[src/include/sram_cfg.svh]
`ifndef SRAM_CFG_SVH
`define SRAM_CFG_SVH

// ========================================
// Memory word and line geometry
// ========================================
`define SRAM_WORD_W         32
`define SRAM_BYTES_PER_WORD 4
`define LINE_WORDS          4
`define LINE_W              128

// Byte address of the largest memory (one 2 KB tile bank)
`define BYTE_ADDR_W         11

// ========================================
// Memory depths in words
// ========================================
`define TILE_BANK_WORDS     512
`define KERNEL_WORDS        256

`endif
[src/verilog/sram_pkg.sv]
`include "sram_cfg.svh"

package sram_pkg;

    // ========================================
    // Loader side byte write
    // ========================================
    // addr[1:0] picks the lane, upper bits pick the word
    typedef struct packed {
        logic                    en;
        logic [`BYTE_ADDR_W-1:0] addr;
        logic [7:0]              data;
    } byte_wr_t;

    // ========================================
    // Compute side line result
    // ========================================
    // Word k of the line lives at data[32k +: 32], lowest address first
    typedef struct packed {
        logic               valid;
        logic [`LINE_W-1:0] data;
    } line_rd_t;

endpackage

[src/verilog/line_read_sequencer.sv]
`timescale 1ns/10ps
`include "sram_cfg.svh"

module line_read_sequencer #(
    parameter int LINE_ADDR_W = 7
) (
    input  logic                      clk,
    input  logic                      rst_n,
    input  logic                      rd_en,
    input  logic [LINE_ADDR_W-1:0]    line_addr,
    output logic                      word_rd_en,
    output logic [LINE_ADDR_W+1:0]    word_addr,
    input  logic [`SRAM_WORD_W-1:0]   word_data,
    output sram_pkg::line_rd_t        line
);

    logic                    busy;
    logic [2:0]              step;
    logic [LINE_ADDR_W-1:0]  line_q;
    logic [`SRAM_WORD_W-1:0] hold [3];
    logic                    last;
    logic                    accept;

    // ========================================
    // Step control
    // ========================================
    // step counts edges since accept: 0..3 issue words, 4 is the final collect
    assign last   = busy && (step == 3'(`LINE_WORDS));
    assign accept = rd_en && (!busy || last);

    assign word_rd_en = busy && (step < 3'(`LINE_WORDS));
    assign word_addr  = {line_q, step[1:0]};

    always_ff @(posedge clk or negedge rst_n) begin
        if (!rst_n) begin
            busy   <= 1'b0;
            step   <= '0;
            line_q <= '0;
        end else if (accept) begin
            // A new line may start on the same edge the previous one finishes
            busy   <= 1'b1;
            step   <= '0;
            line_q <= line_addr;
        end else if (last) begin
            busy <= 1'b0;
        end else if (busy) begin
            step <= step + 3'd1;
        end
    end

    // ========================================
    // Word collection
    // ========================================
    // Memory data for word k shows up two edges after its step
    always_ff @(posedge clk) begin
        if (busy) begin
            case (step)
                3'd1:    hold[0] <= word_data;
                3'd2:    hold[1] <= word_data;
                3'd3:    hold[2] <= word_data;
                default: ;
            endcase
        end
    end

    // Word 3 goes straight from the memory into the line
    always_ff @(posedge clk or negedge rst_n) begin
        if (!rst_n) begin
            line.valid <= 1'b0;
            line.data  <= '0;
        end else begin
            line.valid <= last;
            if (last) begin
                line.data <= {word_data, hold[2], hold[1], hold[0]};
            end
        end
    end

endmodule

[config.mk]
export PLATFORM = sky130hd
export DESIGN_NAME = line_read_sequencer
export DESIGN_NICKNAME = d
export VERILOG_FILES = /design/src/verilog/sram_pkg.sv /design/src/verilog/line_read_sequencer.sv
export VERILOG_INCLUDE_DIRS = /design/src /design/src/include
export SDC_FILE = /design/constraint.sdc
export NUM_CORES = 1
export LEC_CHECK = 0
export ABC_AREA = 1
export BUFFER_PORTS_ARGS = -buffer_cell sky130_fd_sc_hd__buf_2
export CORE_ASPECT_RATIO = 0.6
export CORE_MARGIN = 4
export CORE_UTILIZATION = 48
export DETAILED_ROUTE_END_ITERATION = 10
export PLACE_DENSITY = 0.71
export SYNTH_ARGS = -nofsm -noshare
export SYNTH_HDL_FRONTEND = slang
export SYNTH_SLANG_ARGS = --single-unit
[constraint.sdc]
create_clock -name clk -period 2.6 [get_ports clk]
set_clock_uncertainty 0.15 [all_clocks]
set_input_delay 0.13 -clock clk [delete_from_list [all_inputs] [get_ports clk]]
set_output_delay 0.13 -clock clk [all_outputs]
set_load 0.005 [all_outputs]
==> results of run 1 <==
## worst paths after layout
path | start | endpoint | cells past startpoint | slack [ns]
max | step[0] | line_q[6] | 7 | 0.46
min | rst_n | line[0] | 2 | 0.002
max reg2reg | step[0] | line_q[6] | 7 | 0.46
min reg2reg | hold[0][21] | line[21] | 2 | 0.28
max in group asynchronous | rst_n | line[53] | 3 | 1.53
min in group clk | word_data[23] | hold[1][23] | 2 | 0.25
## per-stage QoR
step                std cells  util [%]
floorplan                 707         -
global placement         1092     56.97
detailed placement       1092     56.97
CTS                      1178     64.48
global route             1178     64.48
finish                   1178     64.48
## final cells by class
type,count,area share (%)
Sequential cell,236,59.75
Tap cell,228,2.669
Inverter,9,0.3395
Timing Repair Buffer,237,14.20
Clock inverter,12,1.861
Multi-Input combinational cell,430,15.90
Clock buffer,26,5.280
## state kept, by name, indices dropped and copies added, names as in the netlist
| register | flops |
|---|---|
| busy | 1 |
| hold | 96 |
| line | 129 |
| step | 3 |
| line_q | 7 |
## worst reg2reg max path, delay by kind of cell, from the launching register on
family,cells,cell delay (ns)
buf+inv,2,0.72
simple gates,4,0.58
flops,1,0.42
fa+ha+maj,1,0.22
## power groups by stage
stage               sequential (W)  clock [W]  combinational [W]
floorplan                  0.00625          0            0.00188
global placement           0.00620          0            0.00369
detailed placement         0.00622          0            0.00380
CTS                        0.00619    0.00345            0.00389
global route               0.00635    0.00364            0.00434
finish                     0.00619    0.00338            0.00381
## metal layers
layer / up-vias / share of wire, % / global-route usage, % / routed length [µm]
li1: 2691 / - / - / -
met1: 2761 / 47 / 28.74 / 8646
met2: 181 / 45 / 29.78 / 8289
met3: 24 / 6.4 / 4.089 / 1171
met4: 0 / 1.5 / 3.309 / 283
met5: - / 0 / 0 / 0
## cells by family (layout without fill, tap and decap cells)
kind of cell / after synthesis / in the layout / synth area share, %
buffers and inverters: 41 / 284 / 2.778
flip-flops: 236 / 236 / 77.05
adder cells (fa/ha/maj): 5 / 5 / 0.7548
AND/OR/NAND/NOR: 425 / 425 / 19.41
## repair_timing
action,4_1_cts,5_1_grt
hold buffers,48,0
hold endpoints to repair,279,0
endpoints found under the setup margin,0,0
## placed cells by master, fill, tap and decap left out
master,Yosys,final
sky130_fd_sc_hd__ha_1,5,5
sky130_fd_sc_hd__buf_6,0,1
sky130_fd_sc_hd__nand3_1,11,10
sky130_fd_sc_hd__buf_12,0,5
sky130_fd_sc_hd__nor2_1,3,1
sky130_fd_sc_hd__buf_2,16,179
sky130_fd_sc_hd__clkinvlp_4,0,2
sky130_fd_sc_hd__dlygate4sd3_1,0,48
sky130_fd_sc_hd__clkinv_4,0,1
sky130_fd_sc_hd__edfxtp_1,96,96
sky130_fd_sc_hd__bufinv_16,0,5
sky130_fd_sc_hd__clkinv_1,0,1
sky130_fd_sc_hd__dfrtp_1,140,140
sky130_fd_sc_hd__nor2_4,0,2
sky130_fd_sc_hd__inv_6,0,1
sky130_fd_sc_hd__nand2_1,411,411
sky130_fd_sc_hd__clkbuf_1,1,3
sky130_fd_sc_hd__nand3_4,0,1
sky130_fd_sc_hd__clkinv_2,0,2
sky130_fd_sc_hd__clkbuf_8,0,2
sky130_fd_sc_hd__clkbuf_16,0,21
sky130_fd_sc_hd__inv_4,0,2
sky130_fd_sc_hd__inv_1,8,7
sky130_fd_sc_hd__buf_4,15,4
==> impl_metrics.env, run 1 <==
export IMPL_grt_total_usage_pct=19.18
export IMPL_ir_worst_vdd_mv=0.6765
export IMPL_post_route_worst_setup_slack_ns=0.4558
export IMPL_crit_path_cell_trace="inv_1 > ha_1 > nand2_1 > nand2_1 > nand3_1 > dlygate4sd3_1 > nand2_1"
export IMPL_power_total_w=0.01338
export IMPL_dr_pass1_iters=5
export IMPL_number_of_inserted_diodes=0
export IMPL_dr_total_vias=5657
export IMPL_initial_core_util_pct=50.00
export IMPL_fillers=1290
export IMPL_postRouteAntennaNets=0
export IMPL_grt_overflow_total=0
export IMPL_syn_area_per_cell_um2=11.72
export IMPL_drt_iter0_drc=349
export IMPL_placed_cell_area_um2=9444
export IMPL_share_clk_of_total_power_pct=25.3
export IMPL_cts_tree="done"
export IMPL_worst_skew_pair_later_pin_latency_ns=0.49
export IMPL_setup_repair_after_global_routing_missed_its_margin="no"
export IMPL_min_period_over_period_pct=82.47
export IMPL_vias_per_cell=4.802
export IMPL_crit_arrival_ns=2.42
export IMPL_postRouteWirelength_mm=18.39
export IMPL_grt_max_degree=112
export IMPL_die_height_um=109.8
export IMPL_final_hold_violation_count=0
export IMPL_yosys_most_used_dff="sky130_fd_sc_hd__dfrtp_1"
export IMPL_synth_common_cells="sky130_fd_sc_hd__nand2_1 (411), sky130_fd_sc_hd__dfrtp_1 (140), sky130_fd_sc_hd__edfxtp_1 (96)"
export IMPL_crit_path_top_delay_cell="sky130_fd_sc_hd__dlygate4sd3_1"
export IMPL_p_int_w=0.009068
export IMPL_rows=36
export IMPL_clock_fmax_mhz=466.4
export IMPL_number_of_global_route_vias_before_repair=5464
export IMPL_post_syn_area_um2=8288
export IMPL_final_design_area_no_fill_um2=10690
export IMPL_power_switching_share_pct=32.21
export IMPL_power_switching_w=0.004308
export IMPL_portBuffers=180
export IMPL_combPwrFrac_pct=28.5
export IMPL_detail_route_wl_per_cell_um=15.61
export IMPL_run_status="complete, no violations"
export IMPL_area_sequential_um2=6386
export IMPL_inserted_clock_buffers=21
export IMPL_period_needed_ns=2.144
export IMPL_floorplan_die_width_um=177.6
export IMPL_slew_headroom_pct=62.07
export IMPL_hpwlAfterDp_mm=11.09
export IMPL_design_core_area_um2=16580
export IMPL_grt_pass1_wl_mm=29.43
export IMPL_sequentialPowerShare_pct=46.3
export IMPL_place_congestion=0.8130
export IMPL_ys_warnings_count=0
export IMPL_yosys_cell_count_top_type="sky130_fd_sc_hd__nand2_1"
export IMPL_io_pins=181
export IMPL_asyncSetResetFlopFracSynth_pct=59.32
export IMPL_design_final_nets=982
export IMPL_clkSlewWorstSetupHoldPaths_ns=0.07
export IMPL_timing_setup_tns_ns=0
export IMPL_synth_edff_count=96
export IMPL_clk_root_buffer_cell="sky130_fd_sc_hd__clkbuf_16"
export IMPL_seq_area_frac_synth_pct=77.05
export IMPL_drc_errors=0
export IMPL_whs_ns=0.002273
export IMPL_drv_max_cap_violation_count=0
export IMPL_ctsHtreeMaxLevel=1
export IMPL_multi_input_comb_area_um2=1699
export IMPL_power_density_nw_per_um2=1252
export IMPL_ctsLongestPathBuffers=3
export IMPL_critical_path_buf_inv_count=2
export IMPL_number_of_antenna_violations_at_the_first_check_in_global_routing=0
export IMPL_synth_lib_cells_used_distinct=11
export IMPL_most_common_cell_type_on_the_critical_path="sky130_fd_sc_hd__nand2_1"
export IMPL_cts_repair_resize_count=0
export IMPL_syn_instance_count=707
export IMPL_worst_setup_path_start_kind="flip-flop"
export IMPL_slew_violations=0
export IMPL_yosys_area_top_type="sky130_fd_sc_hd__dfrtp_1"
export IMPL_hold_path_class="in -> async"
export IMPL_yosys_area_top_type_share_pct=42.27
export IMPL_synth_ff_latch_count=236
export IMPL_tightestPinTransition_ns=0.5689
export IMPL_power_leakage_nw=5.252
export IMPL_cts_post_setup_buffers_inserted=0
export IMPL_worst_setup_path_end_kind="flip-flop"
export IMPL_cpPeakStageDelay_ns=0.60
export IMPL_ys_top_cells_by_area="sky130_fd_sc_hd__dfrtp_1 (42%), sky130_fd_sc_hd__edfxtp_1 (35%), sky130_fd_sc_hd__nand2_1 (19%)"
export IMPL_dpl_worst_slack_ns=0.7064
export IMPL_critical_path_required_ns=2.87
export IMPL_crit_family="buffers and inverters"
export IMPL_critPathMaxFanout=13
export IMPL_syn_nets=754
export IMPL_critical_path_class="reg -> reg"
export IMPL_die_area_um2=19500
export IMPL_clock_sinks=236
export IMPL_layout_drive_gt1_share_pct=24.00
export IMPL_setup_violations_final=0
export IMPL_flow_area_growth_from_synthesis_pct=28.96
No activity file was read; power rests on OpenSTA's default activity.
==> inputs of run 2 (changes only) <==
--- a/config.mk
+++ b/config.mk
@@ -10,9 +10,9 @@
 export BUFFER_PORTS_ARGS = -buffer_cell sky130_fd_sc_hd__buf_2
 export CORE_ASPECT_RATIO = 0.6
 export CORE_MARGIN = 4
-export CORE_UTILIZATION = 48
+export CORE_UTILIZATION = 50
 export DETAILED_ROUTE_END_ITERATION = 10
-export PLACE_DENSITY = 0.71
+export PLACE_DENSITY = 0.7
 export SYNTH_ARGS = -nofsm -noshare
 export SYNTH_HDL_FRONTEND = slang
 export SYNTH_SLANG_ARGS = --single-unit
==> constraint.sdc (replaced) <==
create_clock -name clk -period 2 [get_ports clk]
set_clock_uncertainty 0.15 [all_clocks]
set_input_delay 0.1 -clock clk [delete_from_list [all_inputs] [get_ports clk]]
set_output_delay 0.1 -clock clk [all_outputs]
set_load 0.005 [all_outputs]
==> impl_metrics.env, run 2 (same netlist as run 1, synthesis figures left out) <==
export IMPL_layout_drive_gt1_share_pct=24.45
export IMPL_crit_cells=7
export IMPL_design_final_nets=985
export IMPL_grt_pass1_wl_mm=29.18
export IMPL_drt_iter0_drc=420
export IMPL_slew_violations=0
export IMPL_critical_path_class="reg -> reg"
export IMPL_rrSetupSlack_ns=0.25
export IMPL_ctsLongestPathBuffers=3
export IMPL_crit_path_cell_trace="inv_1 > ha_1 > nand3_4 > inv_4 > buf_12 > nand2_1 > nand2_1"
export IMPL_die_height_um=107.7
export IMPL_die_area_um2=18770
export IMPL_drv_max_cap_violation_count=0
export IMPL_place_congestion=0.7505
export IMPL_power_density_nw_per_um2=1605
export IMPL_cts_tree="done"
export IMPL_worst_setup_path_end_kind="flip-flop"
export IMPL_setup_violations_final=0
export IMPL_portBuffers=180
export IMPL_crit_path_top_delay_cell="sky130_fd_sc_hd__dfrtp_1"
export IMPL_reg_largest_list="line: 129 flops, hold: 96 flops, line_q: 7 flops"
export IMPL_tightestPinTransition_ns=0.4958
export IMPL_final_hold_violation_count=0
export IMPL_dr_total_vias=5518
export IMPL_drc_errors=0
export IMPL_reg2regPathDepth=7
export IMPL_postRouteAntennaNets=0
export IMPL_cpPeakStageDelay_ns=0.42
export IMPL_whs_ns=0.2072
export IMPL_worst_hold_startpoint="word_data[25]"
export IMPL_clk_root_buffer_cell="sky130_fd_sc_hd__clkbuf_16"
export IMPL_dpl_worst_slack_ns=0.2423
export IMPL_post_route_worst_setup_slack_ns=0.2478
export IMPL_capture_point_of_the_worst_reg_to_reg_path="line[103]"
export IMPL_largest_register_ffs=129
export IMPL_most_common_cell_after_layout_fill_and_taps_aside="sky130_fd_sc_hd__nand2_1"
export IMPL_timing_setup_tns_ns=0
export IMPL_regMostFlops="line"
export IMPL_initial_core_util_pct=50.97
export IMPL_period_needed_ns=1.752
export IMPL_rows=36
export IMPL_detail_route_wl_per_cell_um=15.27
export IMPL_ctsHtreeMaxLevel=1
export IMPL_number_of_global_route_vias_before_repair=5441
export IMPL_grt_max_degree=108
export IMPL_worst_skew_pair_later_pin_latency_ns=0.49
export IMPL_hold_path_end="hold[0][25]"
export IMPL_floorplan_die_width_um=174.2
export IMPL_final_design_area_no_fill_um2=10640
export IMPL_clock_fmax_mhz=570.7
export IMPL_dr_pass1_iters=4
export IMPL_placed_cell_area_um2=9524
export IMPL_grt_total_usage_pct=19.44
export IMPL_fillers=1265
export IMPL_setup_repair_after_global_routing_missed_its_margin="no"
export IMPL_io_pins=181
export IMPL_crit_family="buffers and inverters"
export IMPL_number_of_antenna_violations_at_the_first_check_in_global_routing=0
export IMPL_critical_path_buf_inv_count=3
export IMPL_most_common_cell_type_on_the_critical_path="sky130_fd_sc_hd__nand2_1"
export IMPL_utilization_pct=65.41
export IMPL_critical_path_required_ns=2.28
export IMPL_number_of_inserted_diodes=0
export IMPL_min_period_over_period_pct=87.61
export IMPL_inserted_clock_buffers=21
export IMPL_run_status="complete, no violations"
export IMPL_vias_per_cell=4.672
export IMPL_hold_path_class="in -> reg"
export IMPL_power_leakage_nw=5.264
export IMPL_hpwlAfterDp_mm=11.38
export IMPL_layout_cells_most_common_list="sky130_fd_sc_hd__nand2_1 (411), sky130_fd_sc_hd__buf_2 (179), sky130_fd_sc_hd__dfrtp_1 (140)"
export IMPL_postRouteWirelength_mm=18.03
export IMPL_clock_sinks=236
export IMPL_grt_overflow_total=0
export IMPL_critPathMaxFanout=42
export IMPL_whs_path_depth=2
export IMPL_worstReg2RegStart="step[0]"
export IMPL_worst_setup_path_start_kind="flip-flop"
export IMPL_flow_area_growth_from_synthesis_pct=28.34
export IMPL_slew_headroom_pct=66.95
export IMPL_clkSlewWorstSetupHoldPaths_ns=0.07
export IMPL_cts_post_setup_buffers_inserted=0
export IMPL_ir_worst_vdd_mv=0.8462
export IMPL_crit_arrival_ns=2.03
export IMPL_design_core_area_um2=16260
## run 2: cell count changes in the layout (fill, tap and decap cells not counted), sizes merged
| cell | change |
|---|---|
| clkbuf | -1 |
| bufinv | -2 |
| buf | +9 |
| clkinv | +5 |
| dlygate4sd3 | -6 |
| clkinvlp | -1 |
| inv | -1 |
## run 2: final cells by class
| type | instances | area (µm²) | share of cell area (%) |
|---|---|---|---|
| clock buffers | 25 | 550.5 | 5.176 |
| flip-flops and latches | 236 | 6386 | 60.04 |
| well taps | 228 | 285.3 | 2.682 |
| repair buffers | 240 | 1538 | 14.46 |
| clock inverters | 13 | 141.4 | 1.329 |
| multi-input cells | 430 | 1699 | 15.97 |
| inverters | 9 | 36.28 | 0.3411 |
## run 2: worst max path at each step
stage | from | endpoint
after floorplan | step[0] | hold[2][0]
after global placement | step[0] | line[13]
after detailed placement | step[0] | line[69]
after CTS | step[0] | line[38]
after global routing | step[0] | line[10]
final | step[0] | line[103]
## run 2: metal layers
| metal | track usage [%] | wire length, µm | share of wire [%] |
|---|---|---|---|
| met1 | 30.13 | 8738 | 48 |
| met2 | 28.75 | 7743 | 43 |
| met3 | 4.458 | 1290 | 7.2 |
| met4 | 3.219 | 259 | 1.4 |
| met5 | 0 | 0 | 0 |
## run 2: timing repair
item	4_1_cts	5_1_grt
hold buffers	42	0
resized for setup	0	0
endpoints found under the setup margin	0	0
hold endpoints to repair	279	0
## run 2: power breakdown
part	switching, W	leakage [nW]	internal [W]	total, W
clock network	0.00171	0.339	0.00236	0.00407
registers	0.000926	2.60	0.00711	0.00804
logic	0.00292	2.33	0.00205	0.00497
total	0.00555	5.26	0.0115	0.0171
## run 2: stage by stage
stage | total power (W) | instances
after detailed placement | 0.01309 | 1101
final | 0.01707 | 1181
after global routing | 0.01828 | 1181
after floorplan | 0.01058 | 707
after CTS | 0.01727 | 1181
after global placement | 0.01295 | 1101
